### src/common/mmacc_consts.svh
/*
  MMACC constants
  Modulus, widths, lane count and default depths of the CMUX accumulate step
*/
`ifndef MMACC_CONSTS_SVH
`define MMACC_CONSTS_SVH

// Prime modulus, just below 2^16
`define MOD_Q          65521
`define MOD_Q_W        16
// Coefficients per beat and per GRAM word
`define ACC_LANES      4
`define GRAM_ADDR_W    6
`define PBS_ID_W       4
// Beat count is stored as count minus one
`define NB_BEATS_W     6
`define GRAM_RD_LAT    2
`define NTT_FIFO_DEPTH 16

`endif

### src/common/mmacc_pkg.sv
/*
  MMACC package
  Command, beat, arbiter request, read tag and error types
*/
`include "mmacc_consts.svh"

package mmacc_pkg;

  // One GRAM word, lane 0 in the low bits
  typedef logic [`ACC_LANES-1:0][`MOD_Q_W-1:0] coef_vec_t;

  typedef struct packed {
    logic [`GRAM_ADDR_W-1:0] base_addr;
    logic [`NB_BEATS_W-1:0]  nb_beats;   // count minus one
    logic [`PBS_ID_W-1:0]    pbs_id;
  } acc_cmd_t;

  // Multiplier result beat
  typedef struct packed {
    coef_vec_t               data;
    logic                    sob;
    logic                    eob;
    logic [`PBS_ID_W-1:0]    pbs_id;
  } ntt_beat_t;

  typedef struct packed {
    logic [`GRAM_ADDR_W-1:0] start_addr;
    logic [`NB_BEATS_W-1:0]  len;        // count minus one
  } garb_req_t;

  // Read in flight, paired with its beat
  typedef struct packed {
    logic [`GRAM_ADDR_W-1:0] wr_addr;
    coef_vec_t               data;
    logic                    last;
  } rd_tag_t;

  typedef struct packed {
    logic ntt_ovf;
    logic frame_err;
  } acc_error_t;

endpackage

### src/logic/gram_arbiter.sv
/*
  GRAM arbiter
  Host port owns the RAM by default, accumulator owns it between grant and release
  Read returns are steered back to whichever side issued them
*/
`timescale 1ns/1ps
`include "mmacc_consts.svh"

module gram_arbiter #(
  parameter int RD_LATENCY = `GRAM_RD_LAT
) (
  input  logic                    clk,
  input  logic                    s_rst_n,
  // Host port
  input  logic                    host_wr_en,
  input  logic [`GRAM_ADDR_W-1:0] host_wr_addr,
  input  mmacc_pkg::coef_vec_t    host_wr_data,
  input  logic                    host_rd_en,
  input  logic [`GRAM_ADDR_W-1:0] host_rd_addr,
  output mmacc_pkg::coef_vec_t    host_rd_data,
  output logic                    host_rd_avail,
  // Accumulator batch request
  input  mmacc_pkg::garb_req_t    acc_garb_req,
  input  logic                    acc_garb_req_vld,
  output logic                    acc_garb_req_rdy,
  input  logic                    acc_garb_release,
  // Accumulator RAM side
  input  logic                    acc_rd_en,
  input  logic [`GRAM_ADDR_W-1:0] acc_rd_addr,
  output logic                    acc_rd_avail,
  input  logic                    acc_wr_en,
  input  logic [`GRAM_ADDR_W-1:0] acc_wr_addr,
  input  mmacc_pkg::coef_vec_t    acc_wr_data,
  output logic                    gram_busy,
  // RAM ports
  output logic                    rd_en,
  output logic [`GRAM_ADDR_W-1:0] rd_addr,
  output logic                    wr_en,
  output logic [`GRAM_ADDR_W-1:0] wr_addr,
  output mmacc_pkg::coef_vec_t    wr_data,
  input  mmacc_pkg::coef_vec_t    rd_data,
  input  logic                    rd_avail
);

  logic                    grant;
  mmacc_pkg::garb_req_t    win;
  logic [RD_LATENCY-1:0]   acc_own;
  logic [`GRAM_ADDR_W-1:0] rd_ofs;
  logic [`GRAM_ADDR_W-1:0] wr_ofs;
  logic                    acc_rd_ok;
  logic                    acc_wr_ok;

  // No grant while the host is mid-access
  assign acc_garb_req_rdy = !grant && !host_wr_en && !host_rd_en;
  assign gram_busy        = grant;

  // Accumulator accesses confined to the granted window
  assign rd_ofs    = acc_rd_addr - win.start_addr;
  assign wr_ofs    = acc_wr_addr - win.start_addr;
  assign acc_rd_ok = acc_rd_en && (rd_ofs <= win.len);
  assign acc_wr_ok = acc_wr_en && (wr_ofs <= win.len);

  // ==========================================================
  // RAM steering
  // ==========================================================
  assign rd_en   = grant ? acc_rd_ok   : host_rd_en;
  assign rd_addr = grant ? acc_rd_addr : host_rd_addr;
  assign wr_en   = grant ? acc_wr_ok   : host_wr_en;
  assign wr_addr = grant ? acc_wr_addr : host_wr_addr;
  assign wr_data = grant ? acc_wr_data : host_wr_data;

  // Oldest owner bit lines up with the returning word
  assign acc_rd_avail  = rd_avail && acc_own[RD_LATENCY-1];
  assign host_rd_avail = rd_avail && !acc_own[RD_LATENCY-1];
  assign host_rd_data  = rd_data;

  always_ff @(posedge clk) begin
    if (acc_garb_req_vld && acc_garb_req_rdy) win <= acc_garb_req;
  end

  always_ff @(posedge clk) begin
    if (!s_rst_n) begin
      grant   <= 1'b0;
      acc_own <= '0;
    end else begin
      if (acc_garb_req_vld && acc_garb_req_rdy) grant <= 1'b1;
      else if (acc_garb_release)                grant <= 1'b0;
      acc_own[0] <= grant && acc_rd_ok;
      for (int i = 1; i < RD_LATENCY; i++) begin
        acc_own[i] <= acc_own[i-1];
      end
    end
  end

endmodule

### config.mk
export PLATFORM = sky130hd
export DESIGN_NAME = gram_arbiter
export DESIGN_NICKNAME = d
export VERILOG_FILES = /design/src/common/mmacc_pkg.sv /design/src/logic/gram_arbiter.sv
export VERILOG_INCLUDE_DIRS = /design/src /design/src/common
export SDC_FILE = /design/constraint.sdc
export NUM_CORES = 1
export LEC_CHECK = 0
export ABC_CLOCK_PERIOD_IN_PS = 3800
export BUFFER_PORTS_ARGS = -buffer_cell sky130_fd_sc_hd__buf_2
export CORE_AREA = 4 4 148 150
export CTS_CLUSTER_DIAMETER = 100
export DETAILED_ROUTE_END_ITERATION = 8
export DIE_AREA = 0 0 152 154
export HOLD_SLACK_MARGIN = 0.03
export MAX_ROUTING_LAYER = met4
export PLACE_DENSITY = 0.45
export SLEW_MARGIN = 5
export SYNTH_ARGS = -nofsm -noshare
export SYNTH_HDL_FRONTEND = slang
export SYNTH_SLANG_ARGS = --single-unit
### constraint.sdc
create_clock -name clk -period 3.8 [get_ports clk]
set_input_delay 0.76 -clock clk [delete_from_list [all_inputs] [get_ports clk]]
set_output_delay 0.76 -clock clk [all_outputs]
set_load 0.05 [all_outputs]
# Yosys cells after proc, flatten, opt, wreduce, memory -nomap -nowiden

Cells that the tools add are included.

Memories kept: 0
Logic and storage cells: 28
Memory bits (writable): 0
Flip-flop bits (word level): 15
Input port bits: 237
ROM bits: 0
Latch bits: 0

Muxes and demuxes: 7
Eq/ne operators: 0
Reductions and logical operators: 13
$add $sub $neg: 2
Multipliers: 0
$lt $le $gt $ge: 2
Div/mod/pow operators: 0
Bitwise gates (word level): 0
Shift operators: 0

Operator list:

| cell                           | number |
|---|---|
| 64-bit two-way mux             | 1 |
| 6-bit less-or-equal comparator | 2 |
| 6-bit two-way mux              | 2 |
| 6-bit subtractor               | 2 |
| 1-bit logical AND              | 8 |
| 1-bit zero test                | 4 |
| 1-bit two-way mux              | 4 |
| 2-bit nonzero test             | 1 |

# Logic depth before layout (Yosys ltp)

Depth in word-level cells: 5
Gate-level depth with buffers: 12

# Least setup slack after synthesis

No wires, ideal clock.

Kind: input-to-output
From: in acc_rd_addr[0]
To: out rd_en
Stages on the path: 12
Arrival time: 3.255 ns
Setup slack: -0.215 ns
Buffers on the path: 0
Cells stage by stage: inv_1 -> ha_1 -> fa_1 -> inv_1 -> a21o_1 -> a21oi_1 -> xnor2_1 -> ha_1 -> o21ai_0 -> nor2_1 -> o32a_1 -> o22ai_1

Cells in the longest elaborated chain, start to end: 4

Ends and longest elaborated chain:

| item                           | line               | source |
|---|---|---|
| start: declaration             | gram_arbiter.sv:29 | `` input logic [`GRAM_ADDR_W-1:0] acc_rd_addr, `` |
| 6-bit subtractor               | gram_arbiter.sv:58 | `assign rd_ofs = acc_rd_addr - win.start_addr;` |
| 6-bit less-or-equal comparator | gram_arbiter.sv:60 | `assign acc_rd_ok = acc_rd_en && (rd_ofs <= win.len);` |
| 1-bit logical AND              | gram_arbiter.sv:60 |  |
| 1-bit two-way mux              | gram_arbiter.sv:66 | `assign rd_en = grant ? acc_rd_ok : host_rd_en;` |
| end: declaration               | gram_arbiter.sv:36 | `output logic rd_en,` |

No other way between the ends.

# Final worst setup path

From: in acc_rd_addr[1]
To: out rd_en

The elaborated chain is that of the path after synthesis.

==> metrics <==
Max clock buf depth=2; Clock Latency Late Sink=between 0.2 and 0.3 ns; M2 GR Usage=0.1592; Clk pwr share=0.214; Final Util=0.1922; initial core utilization=0.1257; status=finished clean; Ports=roughly 380; Die H=154 um; row count=53; root buffer cell=clkbuf_16; Routed Antenna Nets=0; DRC=0; DR WL/cell=15.02 um; VDD IR-drop max=120.8 uV; combinational power share=0.592; crit path kind=in -> out; CP max-delay cell=o32a_1; I/O Buffers=roughly 250; antenna violations before repair=2; Remaining Overflow, GRT=0; max-cap viol count=0; fmax=~270 MHz; post-route minimum period=3.720 ns; post-synthesis cell type count=30; Worst setup EP type=primary output; Synthesized Nets=roughly 530; CP required=3.04 ns; GRT Util Overall=0.08791; vias=between 2000 and 3000; share of layout cells above drive strength 1=0.7785; number of DRC markers in iteration 0=52; Hold Buf Count CTS=0; crit path launch type=input pin; critical path fanouts, max=3; Yosys warning count=0; synthesized area per cell=about 9.6 um2; clock sinks=15; GRT Max-Usage Layer=met2; Nets=approximately 730; Placer Congestion=0.7691; M1 GR Usage=0.09709; Seq/Total Area, Yosys=0.1617; Net Sw Frac=0.4466; Final Setup Violations=0; #FFs+latches synth=15; H-tree Lvls=1; Sw Pwr=approximately 0.00043 W; CP max stage delay=between 0.3 and 0.4 ns; vias in the first global route=2763; LEAKAGE=between 1.5 and 2 nW; Worst Path Buf+Inv=3; Placed Area=roughly 3800 um2; Die W=about 150 um; area grow syn2layout=52.98%; grt met3 use=0.01829; Cell Chain, Critical Path=clkbuf_4, ha_4, nor2b_4, o31ai_4, buf_4, o211ai_1, ha_1, nand4_1, a21oi_1, o32a_1, o22ai_2, buf_6; Int Power=roughly 0.00054 W; pin count of the biggest net entering global routing=62; commonest cells after routing, fill and taps aside=buf_2 (250), mux2_2 (76), inv_1 (19); CTS tree=built; Worst path top cell family by delay=compound AO/OA/AOI/OAI gates; RSZ-0062 raised after global routing=true; first-pass GRT wire length=15830 um; Mapped Area=between 2000 and 3000 um2; power density cells=approximately 240 nW/um2; setup tns final=0 ns; Mapped Cells=approximately 270; Reg power frac=0.194; fin. max-slew vios=0; Tcrit/Tclk final=0.9791; Worst-path clk slew=~0.050 ns; Core ar.=about 21000 um2; DP Wirelength=~10000 um; Hold WS=0.4285 ns; number of vias per cell=roughly 3.5; drt first pass iters=4; clk_skew=between 0.005 and 0.006 ns; CTS buffer count=3; Hold WC Path Type=reg -> reg; most common cell after layout, fill and taps aside=buf_2; fin area=~4000 um2; Pwr Total=0.0009690 W; Slew headroom=0.5935; Hold Violations, Final=0; drt total wl=11130 um; die footprint=roughly 23000 um2; worst slew pin tran=approximately 0.6 ns; CP arrival=~3.0 ns
-- metal layers --
metal,vias up,part of all wire
li1,1283,-
met1,1138,0.36
met2,144,0.53
met3,48,0.079
met4,0,0.030
met5,-,0
-- synth_stat cells --
cell / count / area, um2
nand2b_1: 1 / 6.260
xor2_1: 2 / 17.52
nor2_1: 3 / 11.26
o211ai_1: 2 / 15.01
mux2_2: 76 / 855.8
o31ai_1: 2 / 15.01
and4b_1: 1 / 10.01
o22ai_1: 1 / 6.260
xnor2_1: 4 / 35.03
o221ai_1: 2 / 17.52
nor3_1: 5 / 25.02
edfxtp_1: 12 / 360.4
dfxtp_1: 3 / 60.06
nand4_1: 3 / 18.77
buf_2: 9 / 45.04
a21o_1: 3 / 22.52
o21ai_0: 5 / 25.02
fa_1: 2 / 40.04
a211oi_2: 1 / 12.51
o32a_1: 1 / 10.01
ha_1: 22 / 275.3
a21oi_1: 7 / 35.03
nor2b_1: 4 / 25.02
o21a_1: 3 / 22.52
inv_1: 22 / 82.58
buf_4: 64 / 480.5
nand2_1: 4 / 15.01
and2_1: 5 / 31.28
and3b_1: 1 / 8.760
a21boi_0: 2 / 15.01
-- area by class of cell --
| type | instances | area, um2 |
|---|---|---|
| antenna | 1 | 2.502 |
| clock buffer | 3 | 75.07 |
| clock inverter | 1 | 5.005 |
| fill | 2354 | 16710 |
| inverter | 22 | 85.08 |
| multi-input combinational | 162 | 1677 |
| sequential | 15 | 424.2 |
| tap | 275 | 344.1 |
| timing repair buffer | 262 | 1365 |
-- final timing paths --
check	start	end	slack, ns	depth (start not counted)
max reg2reg	win[7]	acc_own[0]	1.18	11
min	acc_own[0]	acc_own[1]	0.43	1
min reg2reg	acc_own[0]	acc_own[1]	0.43	1
max	acc_rd_addr[1]	rd_en	0.08	12
-- registers in the layout (all words and copies together) (netlist names) --
| signal | count |
|---|---|
| acc_own | 2 |
| gram_busy | 1 |
| win | 12 |
-- stage by stage --
stage / worst slack (ns) / instances
6_report: 0.07957 / 741
5_1_grt: -0.05939 / 741
4_1_cts: 0.01429 / 738
3_5_place_dp: -0.06743 / 734
3_3_place_gp: -0.04108 / 734
2_1_floorplan: 0.09331 / 272
-- cells by family (layout without fill, tap and decap cells) --
group           Yosys count  after routing  synth area share
simple gates             27             27           0.05823
flops                    15             15            0.1617
fa+ha+maj                24             24            0.1213
compound gates           29             29           0.07555
xor+xnor                  6              6           0.02021
buf+inv                  95            288            0.2339
other cells               0              1                 0
mux                      76             76            0.3292
-- power groups by stage --
| stage | Sequential (W) | Combinational, W | Clock, W |
|---|---|---|---|
| final | 0.000188 | 0.000574 | 0.000207 |
| after global routing | 0.000189 | 0.000615 | 0.000220 |
| after detailed placement | 0.000191 | 0.000560 | 0 |
| after CTS | 0.000188 | 0.000565 | 0.000212 |
| after global placement | 0.000191 | 0.000559 | 0 |
| after floorplan | 0.000189 | 0.000555 | 0 |
-- timing repair --
action                                  CTS  global route
pin swaps                                 0            14
setup buffers                             0             2
endpoints found under the setup margin    1             2
gates resized for setup                   3            27
hold endpoints to repair                  0             0
Power figures use the tool's default switching activity.
